`src/spmm_pkg.sv`:
```
package spmm_pkg;

  // Field widths, fixed because they shape the APB register layout
  localparam int COL_W     = 6;
  localparam int ROW_LEN_W = 4;
  localparam int NODE_W    = 8;
  localparam int WGT_W     = 8;
  localparam int SUM_W     = 12;
  localparam int CNT_W     = 4;
  localparam int NUM_WGT   = 1 << COL_W;

  // APB bus widths
  localparam int APB_AW = 12;
  localparam int APB_DW = 32;

  typedef logic signed [WGT_W-1:0] weight_t;
  typedef logic signed [SUM_W-1:0] sum_t;

  // One nonzero of a sparse row, row info repeated in every entry
  typedef struct packed {
    logic [COL_W-1:0]     col_idx;
    logic [ROW_LEN_W-1:0] row_len;
    logic [NODE_W-1:0]    num_node;
    logic                 src_flag;
  } entry_t;

  typedef struct packed {
    sum_t              sum;
    logic [NODE_W-1:0] num_node;
    logic              src_flag;
  } result_t;

  typedef struct packed {
    logic [CNT_W-1:0] entry_count;
    logic [CNT_W-1:0] result_count;
    logic             pe_busy;
  } status_t;

  localparam int ENTRY_W = $bits(entry_t);

  // Register map
  localparam logic [APB_AW-1:0] ENTRY_ADDR  = 12'h004;
  localparam logic [APB_AW-1:0] RESULT_ADDR = 12'h008;
  localparam logic [APB_AW-1:0] STATUS_ADDR = 12'h00C;
  localparam logic [APB_AW-1:0] WEIGHT_BASE = 12'h100;

endpackage
```
`src/spmm_top.sv`:
```
`timescale 1ns/1ps

module spmm_top #(
  parameter int ENTRY_DEPTH  = 8,
  parameter int RESULT_DEPTH = 4
) (
  input  logic                        clk,
  input  logic                        rst_n,
  input  logic                        psel_i,
  input  logic                        penable_i,
  input  logic                        pwrite_i,
  input  logic [spmm_pkg::APB_AW-1:0] paddr_i,
  input  logic [spmm_pkg::APB_DW-1:0] pwdata_i,
  output logic [spmm_pkg::APB_DW-1:0] prdata_o,
  output logic                        pready_o,
  output logic                        pslverr_o
);

  import spmm_pkg::*;

  localparam int ECNT_W = $clog2(ENTRY_DEPTH + 1);
  localparam int RCNT_W = $clog2(RESULT_DEPTH + 1);

  // Entry queue
  logic              ent_push;
  entry_t            ent_wdata;
  logic              ent_full;
  logic              ent_empty;
  logic [ECNT_W-1:0] ent_count;
  logic              ent_pop;
  entry_t            ent_head;
  // Result queue
  logic              res_vld;
  result_t           res_data;
  logic              res_full;
  logic              res_empty;
  logic [RCNT_W-1:0] res_count;
  logic              res_pop;
  result_t           res_head;
  // Weight memory
  logic              wgt_we;
  logic [COL_W-1:0]  wgt_addr;
  weight_t           wgt_wdata;
  weight_t           wgt_apb_rdata;
  logic [COL_W-1:0]  pe_wgt_addr;
  weight_t           pe_wgt;
  // Processing element
  logic              issue_vld;
  entry_t            issue_entry;
  logic              pe_busy;

  spmm_ctrl #(
    .ENTRY_DEPTH  (ENTRY_DEPTH),
    .RESULT_DEPTH (RESULT_DEPTH)
  ) ctrl_i (
    .clk           (clk),
    .rst_n         (rst_n),
    .psel_i        (psel_i),
    .penable_i     (penable_i),
    .pwrite_i      (pwrite_i),
    .paddr_i       (paddr_i),
    .pwdata_i      (pwdata_i),
    .prdata_o      (prdata_o),
    .pready_o      (pready_o),
    .pslverr_o     (pslverr_o),
    .ent_push_o    (ent_push),
    .ent_wdata_o   (ent_wdata),
    .ent_full_i    (ent_full),
    .ent_empty_i   (ent_empty),
    .ent_count_i   (ent_count),
    .ent_pop_o     (ent_pop),
    .ent_head_i    (ent_head),
    .res_full_i    (res_full),
    .res_empty_i   (res_empty),
    .res_count_i   (res_count),
    .res_pop_o     (res_pop),
    .res_head_i    (res_head),
    .wgt_we_o      (wgt_we),
    .wgt_waddr_o   (wgt_addr),
    .wgt_wdata_o   (wgt_wdata),
    .wgt_rdata_i   (wgt_apb_rdata),
    .issue_vld_o   (issue_vld),
    .issue_entry_o (issue_entry),
    .pe_busy_i     (pe_busy)
  );

  sync_fifo #(
    .T     (entry_t),
    .DEPTH (ENTRY_DEPTH)
  ) entry_q (
    .clk     (clk),
    .rst_n   (rst_n),
    .push_i  (ent_push),
    .wdata_i (ent_wdata),
    .pop_i   (ent_pop),
    .rdata_o (ent_head),
    .full_o  (ent_full),
    .empty_o (ent_empty),
    .count_o (ent_count)
  );

  sync_fifo #(
    .T     (result_t),
    .DEPTH (RESULT_DEPTH)
  ) result_q (
    .clk     (clk),
    .rst_n   (rst_n),
    .push_i  (res_vld),
    .wdata_i (res_data),
    .pop_i   (res_pop),
    .rdata_o (res_head),
    .full_o  (res_full),
    .empty_o (res_empty),
    .count_o (res_count)
  );

  // APB address serves both the write port and the readback port
  weight_ram wram_i (
    .clk         (clk),
    .we_i        (wgt_we),
    .waddr_i     (wgt_addr),
    .wdata_i     (wgt_wdata),
    .raddr_i     (pe_wgt_addr),
    .rdata_o     (pe_wgt),
    .apb_raddr_i (wgt_addr),
    .apb_rdata_o (wgt_apb_rdata)
  );

  sparse_pe pe_i (
    .clk           (clk),
    .rst_n         (rst_n),
    .issue_vld_i   (issue_vld),
    .issue_entry_i (issue_entry),
    .wgt_addr_o    (pe_wgt_addr),
    .wgt_i         (pe_wgt),
    .res_vld_o     (res_vld),
    .res_o         (res_data),
    .busy_o        (pe_busy)
  );

endmodule

```
`src/spmm_ctrl.sv`:
```
`timescale 1ns/1ps

module spmm_ctrl #(
  parameter int  ENTRY_DEPTH  = 8,
  parameter int  RESULT_DEPTH = 4,
  localparam int ECNT_W       = $clog2(ENTRY_DEPTH + 1),
  localparam int RCNT_W       = $clog2(RESULT_DEPTH + 1)
) (
  input  logic                        clk,
  input  logic                        rst_n,
  // APB slave
  input  logic                        psel_i,
  input  logic                        penable_i,
  input  logic                        pwrite_i,
  input  logic [spmm_pkg::APB_AW-1:0] paddr_i,
  input  logic [spmm_pkg::APB_DW-1:0] pwdata_i,
  output logic [spmm_pkg::APB_DW-1:0] prdata_o,
  output logic                        pready_o,
  output logic                        pslverr_o,
  // Entry queue
  output logic                        ent_push_o,
  output spmm_pkg::entry_t            ent_wdata_o,
  input  logic                        ent_full_i,
  input  logic                        ent_empty_i,
  input  logic [ECNT_W-1:0]           ent_count_i,
  output logic                        ent_pop_o,
  input  spmm_pkg::entry_t            ent_head_i,
  // Result queue
  input  logic                        res_full_i,
  input  logic                        res_empty_i,
  input  logic [RCNT_W-1:0]           res_count_i,
  output logic                        res_pop_o,
  input  spmm_pkg::result_t           res_head_i,
  // Weight memory
  output logic                        wgt_we_o,
  output logic [spmm_pkg::COL_W-1:0]  wgt_waddr_o,
  output spmm_pkg::weight_t           wgt_wdata_o,
  input  spmm_pkg::weight_t           wgt_rdata_i,
  // Processing element
  output logic                        issue_vld_o,
  output spmm_pkg::entry_t            issue_entry_o,
  input  logic                        pe_busy_i
);

  import spmm_pkg::*;

  logic                 access;
  logic                 wr_acc;
  logic                 rd_acc;
  logic                 sel_entry;
  logic                 sel_result;
  logic                 sel_status;
  logic                 sel_weight;
  logic                 err;
  entry_t               wr_entry;
  status_t              status;
  logic [ROW_LEN_W-1:0] iss_pos_q;
  logic                 row_open;
  logic                 room;
  logic                 issue;
  logic                 issue_last;
  logic [1:0]           last_dly_q;
  logic [RCNT_W-1:0]    in_flight_q;
  logic [RCNT_W:0]      res_used;

  assign access = psel_i & penable_i;
  assign wr_acc = access & pwrite_i;
  assign rd_acc = access & ~pwrite_i;

  assign sel_entry  = paddr_i == ENTRY_ADDR;
  assign sel_result = paddr_i == RESULT_ADDR;
  assign sel_status = paddr_i == STATUS_ADDR;
  assign sel_weight = (paddr_i[APB_AW-1:COL_W+2] == WEIGHT_BASE[APB_AW-1:COL_W+2]) &&
                      (paddr_i[1:0] == 2'b00);

  assign wr_entry = entry_t'(pwdata_i[ENTRY_W-1:0]);

  // Wrong direction on a register decodes like an unmapped address
  always_comb begin
    err = 1'b0;
    if (sel_entry) begin
      err = ~pwrite_i | ent_full_i | (wr_entry.row_len == '0);
    end else if (sel_result) begin
      err = pwrite_i | res_empty_i;
    end else if (sel_status) begin
      err = pwrite_i;
    end else if (!sel_weight) begin
      err = 1'b1;
    end
  end

  assign pready_o    = 1'b1;
  assign pslverr_o   = access & err;
  assign ent_push_o  = wr_acc & sel_entry & ~err;
  assign ent_wdata_o = wr_entry;
  assign res_pop_o   = rd_acc & sel_result & ~err;
  assign wgt_we_o    = wr_acc & sel_weight;
  // Same index feeds the write port and the APB read port
  assign wgt_waddr_o = paddr_i[COL_W+1:2];
  assign wgt_wdata_o = pwdata_i[WGT_W-1:0];

  always_comb begin
    status.entry_count  = CNT_W'(ent_count_i);
    status.result_count = CNT_W'(res_count_i);
    status.pe_busy      = pe_busy_i;
    prdata_o = '0;
    if (rd_acc && !err) begin
      if (sel_status) begin
        prdata_o = APB_DW'(status);
      end else if (sel_result) begin
        prdata_o = APB_DW'(res_head_i);
      end else if (sel_weight) begin
        prdata_o = {{(APB_DW - WGT_W){1'b0}}, wgt_rdata_i};
      end
    end
  end

  // A new row starts only with a result slot reserved for it
  assign row_open   = iss_pos_q != '0;
  assign res_used   = {1'b0, res_count_i} + {1'b0, in_flight_q};
  assign room       = ~res_full_i & (res_used < RESULT_DEPTH);
  assign issue      = ~ent_empty_i & (row_open | room);
  assign issue_last = iss_pos_q == ent_head_i.row_len - 1'b1;

  assign ent_pop_o     = issue;
  assign issue_vld_o   = issue;
  assign issue_entry_o = ent_head_i;

  // Result push trails the last issue by two cycles
  always_ff @(posedge clk or negedge rst_n) begin
    if (!rst_n) begin
      iss_pos_q   <= '0;
      last_dly_q  <= '0;
      in_flight_q <= '0;
    end else begin
      if (issue) begin
        iss_pos_q <= issue_last ? '0 : iss_pos_q + 1'b1;
      end
      last_dly_q <= {last_dly_q[0], issue & issue_last};
      case ({issue & ~row_open, last_dly_q[1]})
        2'b10:   in_flight_q <= in_flight_q + 1'b1;
        2'b01:   in_flight_q <= in_flight_q - 1'b1;
        default: in_flight_q <= in_flight_q;
      endcase
    end
  end

endmodule

```
`src/sparse_pe.sv`:
```
`timescale 1ns/1ps

module sparse_pe (
  input  logic                       clk,
  input  logic                       rst_n,
  input  logic                       issue_vld_i,
  input  spmm_pkg::entry_t           issue_entry_i,
  output logic [spmm_pkg::COL_W-1:0] wgt_addr_o,
  input  spmm_pkg::weight_t          wgt_i,
  output logic                       res_vld_o,
  output spmm_pkg::result_t          res_o,
  output logic                       busy_o
);

  import spmm_pkg::*;

  logic [ROW_LEN_W-1:0] pos_q;
  logic                 first;
  logic                 last;
  // Stage 1, waiting for the weight
  logic                 s1_vld_q;
  logic                 s1_first_q;
  logic                 s1_last_q;
  logic [NODE_W-1:0]    s1_node_q;
  logic                 s1_flag_q;
  // Stage 2, accumulated row
  sum_t                 sum_q;
  sum_t                 wgt_ext;
  logic                 res_vld_q;
  logic [NODE_W-1:0]    res_node_q;
  logic                 res_flag_q;

  // Weight address goes out in the issue cycle
  assign wgt_addr_o = issue_entry_i.col_idx;

  assign first   = pos_q == '0;
  assign last    = pos_q == issue_entry_i.row_len - 1'b1;
  assign wgt_ext = wgt_i;

  always_ff @(posedge clk or negedge rst_n) begin
    if (!rst_n) begin
      pos_q      <= '0;
      s1_vld_q   <= 1'b0;
      s1_first_q <= 1'b0;
      s1_last_q  <= 1'b0;
      res_vld_q  <= 1'b0;
    end else begin
      if (issue_vld_i) begin
        pos_q <= last ? '0 : pos_q + 1'b1;
      end
      s1_vld_q   <= issue_vld_i;
      s1_first_q <= issue_vld_i & first;
      s1_last_q  <= issue_vld_i & last;
      res_vld_q  <= s1_vld_q & s1_last_q;
    end
  end

  // Metadata follows the entry, latched with the row's last weight
  always_ff @(posedge clk) begin
    s1_node_q <= issue_entry_i.num_node;
    s1_flag_q <= issue_entry_i.src_flag;
    if (s1_vld_q) begin
      sum_q <= s1_first_q ? wgt_ext : sum_q + wgt_ext;
    end
    if (s1_vld_q && s1_last_q) begin
      res_node_q <= s1_node_q;
      res_flag_q <= s1_flag_q;
    end
  end

  always_comb begin
    res_o.sum      = sum_q;
    res_o.num_node = res_node_q;
    res_o.src_flag = res_flag_q;
  end

  assign res_vld_o = res_vld_q;
  // Also busy while a row is only partly issued
  assign busy_o    = s1_vld_q | res_vld_q | (pos_q != '0);

endmodule

```
`src/weight_ram.sv`:
```
`timescale 1ns/1ps

module weight_ram (
  input  logic                       clk,
  input  logic                       we_i,
  input  logic [spmm_pkg::COL_W-1:0] waddr_i,
  input  spmm_pkg::weight_t          wdata_i,
  input  logic [spmm_pkg::COL_W-1:0] raddr_i,
  output spmm_pkg::weight_t          rdata_o,
  input  logic [spmm_pkg::COL_W-1:0] apb_raddr_i,
  output spmm_pkg::weight_t          apb_rdata_o
);

  import spmm_pkg::*;

  weight_t mem [NUM_WGT];

  always_ff @(posedge clk) begin
    if (we_i) begin
      mem[waddr_i] <= wdata_i;
    end
  end

  // Both read ports have one cycle of latency
  always_ff @(posedge clk) begin
    rdata_o     <= mem[raddr_i];
    apb_rdata_o <= mem[apb_raddr_i];
  end

endmodule

```
`src/sync_fifo.sv`:
```
`timescale 1ns/1ps

module sync_fifo #(
  parameter type T     = logic [7:0],
  parameter int  DEPTH = 4,
  localparam int AW    = $clog2(DEPTH),
  localparam int CW    = $clog2(DEPTH + 1)
) (
  input  logic          clk,
  input  logic          rst_n,
  input  logic          push_i,
  input  T              wdata_i,
  input  logic          pop_i,
  output T              rdata_o,
  output logic          full_o,
  output logic          empty_o,
  output logic [CW-1:0] count_o
);

  T              mem [DEPTH];
  logic [AW-1:0] wr_ptr_q;
  logic [AW-1:0] rd_ptr_q;
  logic [CW-1:0] count_q;
  logic          do_push;
  logic          do_pop;

  assign do_push = push_i & ~full_o;
  assign do_pop  = pop_i & ~empty_o;

  assign full_o  = count_q == CW'(DEPTH);
  assign empty_o = count_q == '0;
  assign count_o = count_q;
  // Head is visible without a read cycle
  assign rdata_o = mem[rd_ptr_q];

  always_ff @(posedge clk) begin
    if (do_push) begin
      mem[wr_ptr_q] <= wdata_i;
    end
  end

  always_ff @(posedge clk or negedge rst_n) begin
    if (!rst_n) begin
      wr_ptr_q <= '0;
      rd_ptr_q <= '0;
      count_q  <= '0;
    end else begin
      if (do_push) begin
        wr_ptr_q <= (wr_ptr_q == AW'(DEPTH - 1)) ? '0 : wr_ptr_q + 1'b1;
      end
      if (do_pop) begin
        rd_ptr_q <= (rd_ptr_q == AW'(DEPTH - 1)) ? '0 : rd_ptr_q + 1'b1;
      end
      if (do_push && !do_pop) begin
        count_q <= count_q + 1'b1;
      end else if (do_pop && !do_push) begin
        count_q <= count_q - 1'b1;
      end
    end
  end

endmodule

```
`config.mk`:
```
export PLATFORM = sky130hd
export DESIGN_NAME = spmm_top
export DESIGN_NICKNAME = d
export VERILOG_FILES = /design/src/spmm_pkg.sv /design/src/spmm_top.sv /design/src/spmm_ctrl.sv /design/src/sparse_pe.sv /design/src/weight_ram.sv /design/src/sync_fifo.sv
export SDC_FILE = /design/constraint.sdc
export NUM_CORES = 1
export LEC_CHECK = 0
export BUFFER_PORTS_ARGS = -buffer_cell sky130_fd_sc_hd__buf_2
export CAP_MARGIN = 20
export CORE_ASPECT_RATIO = 2
export CORE_UTILIZATION = 24
export DETAILED_ROUTE_END_ITERATION = 8
export GPL_TIMING_DRIVEN = 0
export PLACE_DENSITY = 0.46
export SLEW_MARGIN = 0
export SYNTH_ARGS = -nofsm -noshare
export SYNTH_HDL_FRONTEND = slang
export SYNTH_SLANG_ARGS = --single-unit
```
`constraint.sdc`:
```
create_clock -name clk -period 5.35 [get_ports clk]
set_input_delay 1.07 -clock clk [delete_from_list [all_inputs] [get_ports clk]]
set_output_delay 1.07 -clock clk [all_outputs]
set_load 0.01 [all_outputs]
```
==> summary.txt, run 1 <==
Timing
  • Tightest Pin Transition: approximately 1.2 ns
  • Worst setup margin: -0.123 ns
  • RSZ-0062 raised after global routing: false
  • FMAX: 183 MHz
  • Final setup fails: 59
  • Slew Viols, Final: 0
  • Setup_tns: -2.58 ns
  • Clk_skew: about 0.031 ns
  • Final period util: 102%
  • Hold Worst Slack: 0.353 ns
  • Fin. Hold Viols: 0
  • Max-slew headroom: 17.4%
  • Fin crit period: approximately 5.5 ns

CTS
  • CTS buffer count: 73
  • CTS Hold Bufs: 0
  • Clk root buf: clkbuf_16
  • Post-CTS Setup Inserts: 0
  • H-tree depth: 3
  • Clock Path Buffers: 3
  • TritonCTS clock tree: built
  • Clock Sinks: a little over 800
  • Clk Latency, worst-skew pair: approximately 0.69 ns
  • CTS clk-pin slew, worst paths: 0.07 ns

Global route
  • Pin count of the biggest net entering global routing: 73
  • Global-route wire length before repair: 211 mm
  • GR Overflow Total: 0
  • Vias in the first global route: around 26000
  • GRT Util Overall: 19.6%
  • Initial antenna violation count: 17

Power and ir drop
  • Power Density: between 500 and 600 mW/mm^2
  • Clock share of power: 23.5%
  • Sw power: 9950 uW
  • LEAKAGE: 0.0145 uW
  • Sequential share of power: 33.5%
  • VDD IR-drop max: 0.317 mV
  • Combinational share of power: 43.0%
  • Switching Fraction: 43.0%
  • Internal power: approximately 13000 uW

Floorplanning
  • Starting Density: 24.2%
  • Die ar.: 0.158 sq mm
  • Die Y: 561 um
  • Core Area: ~0.15 sq mm
  • Row count: 204
  • Die width: 282 um
  • Num ports: 83

Worst setup path
  • Top delay family on crit path: buffers and inverters
  • Worst-path fanout max: 10
  • Crit-path slowest cell: mux2i_1
  • CP Buf/Inv Count: 8
  • CP required: 5.92 ns
  • CP Capture Type: flop
  • Top cell by count, worst path: buf_2
  • Worst setup SP type: primary input
  • Worst-path cell chain: buf_2, buf_1, buf_8, buf_2, buf_2, buf_1, buf_8, mux2i_1, o22ai_1, nor4_1, o21ai_0, buf_4
  • Setup CP Type: in -> reg
  • CP max stage delay: 0.70 ns
  • Worst EP arrival: 6.04 ns

Placement
  • Cell total after placement: 4833
  • # port buffers: 54
  • Dpl cell area: 0.0411 sq mm
  • Place WS: -2.08 ns
  • Gpl congestion: 1.05
  • Post-DP HPWL: 113 mm

Yosys
  • Post-synthesis cell count: 2669
  • Yosys reg bits: around 830
  • EDFF count, synth: a little under 800
  • Ys flop type: edfxtp_1
  • Synth Area per Inst: about 14 sq um
  • FFs w/ async S/R, synth: just over 4%
  • Synth unique cells: 67
  • YS warnings: 0
  • Seq/Total Area, Yosys: approximately two thirds
  • Synthesized cell area: 0.0375 sq mm

Route
  • Via density: 5.03
  • DRT antenna net count: 0
  • Post-Route WL: about 150 mm
  • DR WL/cell: ~31 um
  • Vias: 25000
  • Drt first pass iters: 5
  • DR iter-0 viols: ~2200
  • Drt drc: 0

Outcome
  • Status: finished, violations left
  • Failing checks: setup timing

Cells and area
  • Fill count: 15900
  • Final instance area: 0.0437 sq mm
  • Multi-input combinational cell area: 0.0123 sq mm
  • FF+latch area: between 0.02 and 0.025 sq mm
  • Commonest non-fill, non-tap cells in the layout: edfxtp_1, nand2_1, mux4_2, mux2i_1, clkbuf_1
  • Final net count: approximately 3000
  • Non-Filler Instances: 4979
  • Layout cells sized above 1: 17.4%
  • Commonest non-fill, non-tap cell in the layout: edfxtp_1
  • Area grow syn2layout: 16.5%

Min path
  • Worst hold path type: reg -> reg

Flow run
  • Max-cap violations: 0
## logic make-up after synthesis
family,synth area share (%)
and+or+nand+nor,10.2
other,0.0200
adders and majority gates,1.28
buffers and inverters,2.53
DFF,65.2
muxes,13.6
xor gates and xnor gates,0.607
AOI/OAI and AO/OA,6.59
## cell usage after synthesis, drive strengths merged (37+ instances only)
library cell  number  share of area (%)
a21oi             65               0.87
buf               91                1.4
clkbuf            98               0.98
edfxtp           769                 62
mux2i            121                3.3
mux4             160                9.6
nand2            510                5.1
nand3             99                1.3
nor2             139                1.4
o21ai             97                1.3
o22ai             37               0.62
## cell type report
class,count,area share (%)
antenna,13,0.0745
buffer,187,2.07
clock buffer,97,4.51
clock inverter,34,0.848
inverter,20,0.172
multi-input combinational,1642,28.2
sequential,828,56.0
tap,2060,5.90
timing repair buffer,98,2.27
## per-stage QoR
stage               power (uW)  util [%]
floorplan                13000         -
global placement         17400      26.1
detailed placement       17500      26.6
CTS                      22900      28.1
global route             23700      28.2
finish                   23100      28.2
## power groups by stage
stage               sequential [uW]  combinational (uW)  clock (uW)
global route                   7800               10300        5680
detailed placement             7900                9580           0
CTS                            7760                9630        5510
finish                         7750                9950        5430
floorplan                      7780                5200           0
global placement               7900                9460           0
## timing repair
| item | 4_1_cts | 5_1_grt |
|---|---|---|
| gates resized for setup | 35 | 12 |
| hold endpoints to repair | 0 | 0 |
| endpoints found under the setup margin | 338 | 15 |
| pin swaps | 0 | 0 |
## path summary, 6_finish.rpt
check	start	endpoint	slack (ns)	cells after the start
max in group asynchronous	rst_n	entry_q.wr_ptr_q[1]$_DFFE_PN0P_	4.31	1
min in group asynchronous	rst_n	result_q.rd_ptr_q[0]$_DFFE_PN0P_	0.48	1
worst max-delay path	paddr_i[4]	wram_i.apb_rdata_o[2]$_DFF_P_	-0.12	12
worst min register to register	ctrl_i.last_dly_q[0]$_DFF_PN0_	ctrl_i.last_dly_q[1]$_DFF_PN0_	0.35	0
worst max register to register	entry_q.rd_ptr_q[1]$_DFFE_PN0P_	wram_i.rdata_o[4]$_DFF_P_	-0.09	10
worst min-delay path	ctrl_i.last_dly_q[0]$_DFF_PN0_	ctrl_i.last_dly_q[1]$_DFF_PN0_	0.35	0
## worst reg2reg max path, delay by kind of cell, from the launching register on
family          cells  cell delay (ns)
compound gates      4             1.97
buf+inv             3             1.49
flops               1             0.48
mux                 2             1.13
simple gates        1             0.13
## metal layers
metal	wire length (um)	GRT usage, %	vias to the layer above
met5	55	0	-
met4	16000	17.6	8
met3	8520	3.39	493
met2	81400	35.5	1176
met1	48700	18.7	12800
li1	-	-	10500
## sequential cells by signal (all words and copies together) (netlist names), 4 cells and up
signal and cells:
wram_i.mem 512, entry_q.count_o 4, pe_i.sum_q 12, result_q.mem 84, entry_q.mem 152, pe_i.s1_node_q 8, wram_i.apb_rdata_o 8, wram_i.rdata_o 8
pe_i.pos_q 4, ctrl_i.iss_pos_q 4, pe_i.res_node_q 8
No activity file was read; power rests on OpenSTA's default activity.
==> inputs of run 2 (changes only) <==
--- a/config.mk
+++ b/config.mk
@@ -15,4 +15,5 @@
 export SLEW_MARGIN = 0
 export SYNTH_ARGS = -nofsm -noshare
 export SYNTH_HDL_FRONTEND = slang
+export SYNTH_HIERARCHICAL = 1
 export SYNTH_SLANG_ARGS = --single-unit
==> summary.txt, run 2 <==
Yosys
  • Yosys reg bits: approximately 830
  • Dominant cell type by area after synthesis: edfxtp_1
  • Top cells by area, synth: edfxtp_1, mux4_2, mux4_1
  • YS warnings: 6
  • Seq/Total Area, Yosys: 64.6%
  • Share of the synthesized area in the top cell type: about three fifths
  • Cell with the most instances after synthesis: edfxtp_1
  • FFs w/ async S/R, synth: roughly 4.1%
  • Post-synthesis cell count: between 2000 and 2500
  • Synth Area per Inst: 18.8 sq um
  • Top cells by count, synth: edfxtp_1, mux4_2, nor2_1
  • Synth unique cells: 82
  • Ys flop type: edfxtp_1
  • Synthesized cell area: 0.0378 sq mm
  • EDFF count, synth: 769

Route
  • DR WL/cell: approximately 29 um
  • Via density: 4.77
  • DR iter-0 viols: 1556
  • Drt first pass iters: 7
  • DRT antenna net count: 0
  • Post-Route WL: 126 mm
  • Vias: just over 20000
  • Drt drc: 0

CTS
  • TritonCTS clock tree: built
  • Clock Path Buffers: 3
  • Clk Latency, worst-skew pair: 0.68 ns
  • Clk root buf: clkbuf_16
  • CTS buffer count: 72
  • Clock Sinks: 828
  • H-tree depth: 3
  • Post-CTS Setup Inserts: 0
  • CTS Hold Bufs: 0
  • CTS clk-pin slew, worst paths: 0.07 ns
  • Cells resized by post-CTS repair: 0

Global route
  • Global-route wire length before repair: about 170 mm
  • Vias in the first global route: 22300
  • Pin count of the biggest net entering global routing: 65
  • Initial antenna violation count: 8
  • GR Overflow Total: 0
  • GRT Util Overall: 15.9%

Cells and area
  • Fill count: 15500
  • Commonest non-fill, non-tap cells in the layout: edfxtp_1, mux4_2, buf_4, nor2_1, buf_2
  • Final core area utilization: 28.0%
  • Area grow syn2layout: 15.6%
  • Number of flip-flops in the largest register: 512
  • Top flop regs: wram_i/mem: 512 flops, entry_q/mem: 152 flops, result_q/mem: 84 flops
  • Commonest non-fill, non-tap cell in the layout: edfxtp_1
  • Largest Register: wram_i/mem
  • Final net count: 2266
  • Layout cells sized above 1: 30.8%

Worst setup path
  • Top cell by count, worst path: buf_4
  • Worst setup SP type: flop
  • FF-to-FF path depth: 14
  • Worst-path cell chain: clkbuf_1, mux4_1, mux2_2, buf_4, buf_4, buf_4, buf_2, buf_1, buf_8, mux4_2, mux2i_1, a21oi_1, o21ai_0, o21ai_1
  • CP max stage delay: around 0.73 ns
  • CP required: 5.83 ns
  • Setup CP Type: reg -> reg
  • Worst-path fanout max: 10
  • CP Capture Type: flop
  • Worst EP arrival: 5.59 ns
  • Crit path launch: entry_q/rd_ptr_q[1]$_DFFE_PN0P_
  • Crit-path slowest cell: o21ai_1
  • R2R Path Start: entry_q/rd_ptr_q[1]$_DFFE_PN0P_

Timing
  • Fin crit period: roughly 5 ns
  • Tightest Pin Transition: approximately 1.3 ns
  • FMAX: 196 MHz
  • Final period util: 95.5%
  • RSZ-0062 raised after global routing: false
  • Max-slew headroom: between 10% and 20%
  • Setup_tns: 0 ns
  • Fin. Hold Viols: 0
  • Final setup fails: 0
  • Clk_skew: between 0.02 and 0.025 ns
  • Slew Viols, Final: 0

Power and ir drop
  • Combinational share of power: 39.5%
  • VDD IR-drop max: 0.306 mV
  • Clock share of power: 25.8%
  • Power Density: around 510 mW/mm^2
  • Sequential share of power: 34.7%
  • LEAKAGE: 0.0141 uW
  • Switching Fraction: 36.3%
  • Internal power: 14300 uW
  • Sw power: 8140 uW

Flow run
  • Max-cap violations: 0

Min path
  • Worst Hold Launch: ctrl_i/last_dly_q[0]$_DFF_PN0_
  • Worst hold path depth: 0
  • Worst hold path type: reg -> reg

Floorplanning
  • Die ar.: 0.159 sq mm
  • Starting Density: 24.2%
  • Die Y: 563 um
  • Num ports: a little over 80
  • Die width: around 280 um
  • Core Area: ~0.16 sq mm
  • Row count: ~200

Placement
  • # port buffers: 42
  • Gpl congestion: 0.966
  • Post-DP HPWL: 92.7 mm

Outcome
  • Status: completed
==> run 2: cell types whose count changed after synthesis, moves of 34 or more <==
cell / previous run / this run
nor2_1: 138 / 101
nand3_1: 98 / 32
mux2i_1: 117 / 72
nand2_1: 510 / 62
mux4_1: 2 / 37
buf_4: 14 / 85
clkbuf_1: 98 / 43
a31oi_1: 34 / 0
o21ai_0: 95 / 38
mux4_2: 158 / 292
a21oi_1: 65 / 24
==> run 2: metrics by stage <==
stage	setup WS, ns	power, uW	cells	hold slack [ns]	instance area, sq um
6_report	0.243	22400	4310	0.349	43700
5_1_grt	0.131	23100	4309	0.352	43700
4_1_cts	0.190	22400	4299	0.349	43600
3_5_place_dp	-0.00273	16600	4168	0.335	41100
3_3_place_gp	-2.98	16500	4138	0.333	40700
2_1_floorplan	0.778	13200	2026	0.331	37900
==> run 2: worst max-delay path, delay by kind of cell, from the launching register on <==
| family | cells | cell delay, ns |
|---|---|---|
| AOI/OAI and AO/OA | 3 | 1.48 |
| muxes | 4 | 1.05 |
| buffers and inverters | 7 | 1.97 |
| DFF | 1 | 0.39 |
==> run 2: cell families after synthesis <==
kind of cell	synth area share, %
AOI/OAI and AO/OA	3.39
xor gates and xnor gates	0.556
adders and majority gates	1.30
buffers and inverters	3.39
DFF	64.6
muxes	22.8
other	0.0199
and+or+nand+nor	3.86
==> run 2: cell type report <==
| class | count | area [sq um] | area share [%] |
|---|---|---|---|
| Antenna cell | 2 | 5.00 | 0.0114 |
| Buffer | 188 | 1170 | 2.67 |
| Clock buffer | 84 | 1940 | 4.44 |
| Clock inverter | 48 | 623 | 1.43 |
| Inverter | 29 | 109 | 0.249 |
| Multi-Input combinational cell | 980 | 12200 | 27.9 |
| Sequential cell | 828 | 24400 | 55.9 |
| Tap cell | 2070 | 2590 | 5.92 |
| Timing Repair Buffer | 81 | 642 | 1.47 |
==> run 2: power groups by stage <==
stage | clock, uW | combinational (uW) | sequential [uW]
after floorplan | 0 | 5400 | 7800
after global placement | 0 | 8550 | 7910
after detailed placement | 0 | 8710 | 7930
after CTS | 5940 | 8720 | 7780
after global routing | 6130 | 9200 | 7820
final | 5770 | 8860 | 7770
==> run 2: layer usage <==
layer	up-vias	GRT usage, %	wire, um
li1	8600	-	-
met4	4	13.7	12000
met5	-	0	27
met1	11000	14.6	38500
met3	291	2.26	5110
met2	718	30.2	70000
==> run 2: final timing paths <==
kind	slack [ns]	to
worst max-delay path	0.24	wram_i/rdata_o[6]$_DFF_P_
worst min-delay path	0.35	ctrl_i/last_dly_q[1]$_DFF_PN0_
worst max register to register	0.24	wram_i/rdata_o[6]$_DFF_P_
worst min register to register	0.35	ctrl_i/last_dly_q[1]$_DFF_PN0_
max in group asynchronous	4.31	entry_q/rd_ptr_q[1]$_DFFE_PN0P_
min in group asynchronous	0.51	result_q/rd_ptr_q[0]$_DFFE_PN0P_
==> inputs of run 3 (changes only) <==
--- a/config.mk
+++ b/config.mk
@@ -7,11 +7,13 @@
 export LEC_CHECK = 0
 export BUFFER_PORTS_ARGS = -buffer_cell sky130_fd_sc_hd__buf_2
 export CAP_MARGIN = 20
+export CELL_PAD_IN_SITES_DETAIL_PLACEMENT = 0
+export CELL_PAD_IN_SITES_GLOBAL_PLACEMENT = 1
 export CORE_ASPECT_RATIO = 2
 export CORE_UTILIZATION = 24
 export DETAILED_ROUTE_END_ITERATION = 8
 export GPL_TIMING_DRIVEN = 0
-export PLACE_DENSITY = 0.46
+export PLACE_DENSITY = 0.49
 export SLEW_MARGIN = 0
 export SYNTH_ARGS = -nofsm -noshare
 export SYNTH_HDL_FRONTEND = slang
==> summary.txt, run 3 (synthesized netlist as in run 2, its figures left out) <==
Outcome
  • Status: completed

Worst setup path
  • Setup CP Type: reg -> reg
  • R2R Path Start: entry_q/rd_ptr_q[1]$_DFFE_PN0P_
  • Worst-path fanout max: 10
  • CP Buf/Inv Count: 7
  • CP required: 5.82 ns
  • Top delay family on crit path: buffers and inverters
  • CP Capture Type: flop
  • Worst setup SP type: flop
  • Crit path launch: entry_q/rd_ptr_q[1]$_DFFE_PN0P_
  • Worst EP arrival: 5.77 ns
  • CP max stage delay: 0.85 ns
  • Top cell by count, worst path: buf_2
  • Crit-path slowest cell: clkbuf_1
  • Worst-path cell chain: buf_2, buf_2, mux4_1, mux2_2, buf_4, buf_4, buf_2, buf_2, clkbuf_1, mux2i_1, a21oi_1, o21ai_0, o21ai_1

Cells and area
  • Number of flip-flops in the largest register: 512
  • Commonest non-fill, non-tap cells in the layout: edfxtp_1, mux4_2, buf_4, nor2_1, buf_2
  • Largest Register: wram_i/mem
  • Final instance area: between 0.04 and 0.05 sq mm
  • Top flop regs: wram_i/mem: 512 flops, entry_q/mem: 152 flops, result_q/mem: 84 flops
  • Fill count: ~16000
  • Final net count: 2263
  • Area grow syn2layout: 15.3%
  • Commonest non-fill, non-tap cell in the layout: edfxtp_1
  • Layout cells sized above 1: 30.4%

Timing
  • Setup_tns: 0 ns
  • RSZ-0062 raised after global routing: false
  • Worst setup margin: 0.0552 ns
  • Final period util: a little over nine tenths
  • Tightest Pin Transition: 1.30 ns
  • Slew Viols, Final: 0
  • Max-slew headroom: a little over an eighth
  • FMAX: 189 MHz
  • Fin. Hold Viols: 0
  • Clk_skew: 0.0292 ns
  • Final setup fails: 0
  • Fin crit period: approximately 5.3 ns

CTS
  • Cells resized by post-CTS repair: 0
  • CTS Hold Bufs: 0
  • CTS buffer count: 73
  • Post-CTS Setup Inserts: 0
  • TritonCTS clock tree: built
  • Clk Latency, worst-skew pair: 0.67 ns
  • Clock Path Buffers: 3
  • Clock Sinks: 828
  • CTS clk-pin slew, worst paths: around 0.070 ns
  • Clk root buf: clkbuf_16
  • H-tree depth: 3

Floorplanning
  • Row count: around 200
  • Starting Density: 24.2%
  • Core Area: 0.156 sq mm
  • Die Y: between 500 and 600 um
  • Num ports: 83
  • Die width: 283 um
  • Die ar.: roughly 0.16 sq mm

Placement
  • # port buffers: 42
  • Dpl cell area: about 0.041 sq mm
  • Post-DP HPWL: 93.9 mm
  • Gpl congestion: 0.959
  • Place WS: a little over 0.07 ns

Power and ir drop
  • VDD IR-drop max: between 0.2 and 0.3 mV
  • Power Density: 507 mW/mm^2
  • LEAKAGE: 0.0141 uW

Global route
  • Pin count of the biggest net entering global routing: 65
  • Vias in the first global route: 21900
  • GRT Util Overall: 16.0%
  • Initial antenna violation count: 8
  • GR Overflow Total: 0
  • Global-route wire length before repair: ~170 mm

Route
  • Drt first pass iters: 6
  • DR iter-0 viols: 1386
  • Post-Route WL: 127 mm
  • Drt drc: 0
  • DR WL/cell: 29.4 um
  • Vias: 20500
  • Via density: between 4 and 5
  • DRT antenna net count: 0

Min path
  • Worst hold path type: reg -> reg
  • Worst Hold Launch: ctrl_i/last_dly_q[0]$_DFF_PN0_

Flow run
  • Max-cap violations: 0
==> run 3: metal layers <==
metal  vias to the layer above  global-route usage [%]  routed length, um
li1                       8603                       -                  -
met1                     10900                    14.8              39200
met2                       670                    30.6              70700
met3                       275                    2.08               4840
met4                         0                    13.1              12100
met5                         -                       0                  0
==> run 3: stage by stage <==
step	cells	total power (uW)	util [%]	hold WS (ns)
after floorplan	2026	13200	-	0.331
after global placement	4138	16500	26.0	0.333
after detailed placement	4167	16700	26.3	0.338
after CTS	4303	22300	27.9	0.356
after global routing	4312	22900	27.9	0.372
final	4315	22100	27.9	0.352
==> run 3: power by group <==
part           total (uW)  internal [uW]  switching, uW
Sequential           7770           7470            294
Clock                5560           2990           2560
Combinational        8770           3530           5230
Total               22100          14000           8090
==> run 3: worst reg2reg max path, delay by kind of cell, from the launching register on <==
kind | cells | cell delay [ns]
compound gates | 3 | 1.45
buf+inv | 7 | 2.52
flops | 1 | 0.39
mux | 3 | 0.74
==> run 3: worst paths after layout <==
check                      slack [ns]                              end  cells after the start
setup / recovery                 0.06        wram_i/rdata_o[6]$_DFF_P_                     13
hold / removal                   0.35   ctrl_i/last_dly_q[1]$_DFF_PN0_                      0
setup reg to reg                 0.06        wram_i/rdata_o[6]$_DFF_P_                     13
hold reg to reg                  0.35   ctrl_i/last_dly_q[1]$_DFF_PN0_                      0
max in group asynchronous        4.32   entry_q/count_o[3]$_DFFE_PN0P_                      1
min in group asynchronous        0.51  result_q/count_o[0]$_DFFE_PN0P_                      1
==> run 3: area by class of cell <==
cell class	instances	area (sq um)	share of cell area (%)
buffer	189	1170	2.69
clock inverter	45	453	1.04
inverter	29	109	0.250
sequential	828	24400	56.1
multi-input combinational	980	12200	28.0
clock buffer	91	2030	4.65
timing repair buffer	76	578	1.33
tap	2070	2590	5.94
antenna	7	17.5	0.0402
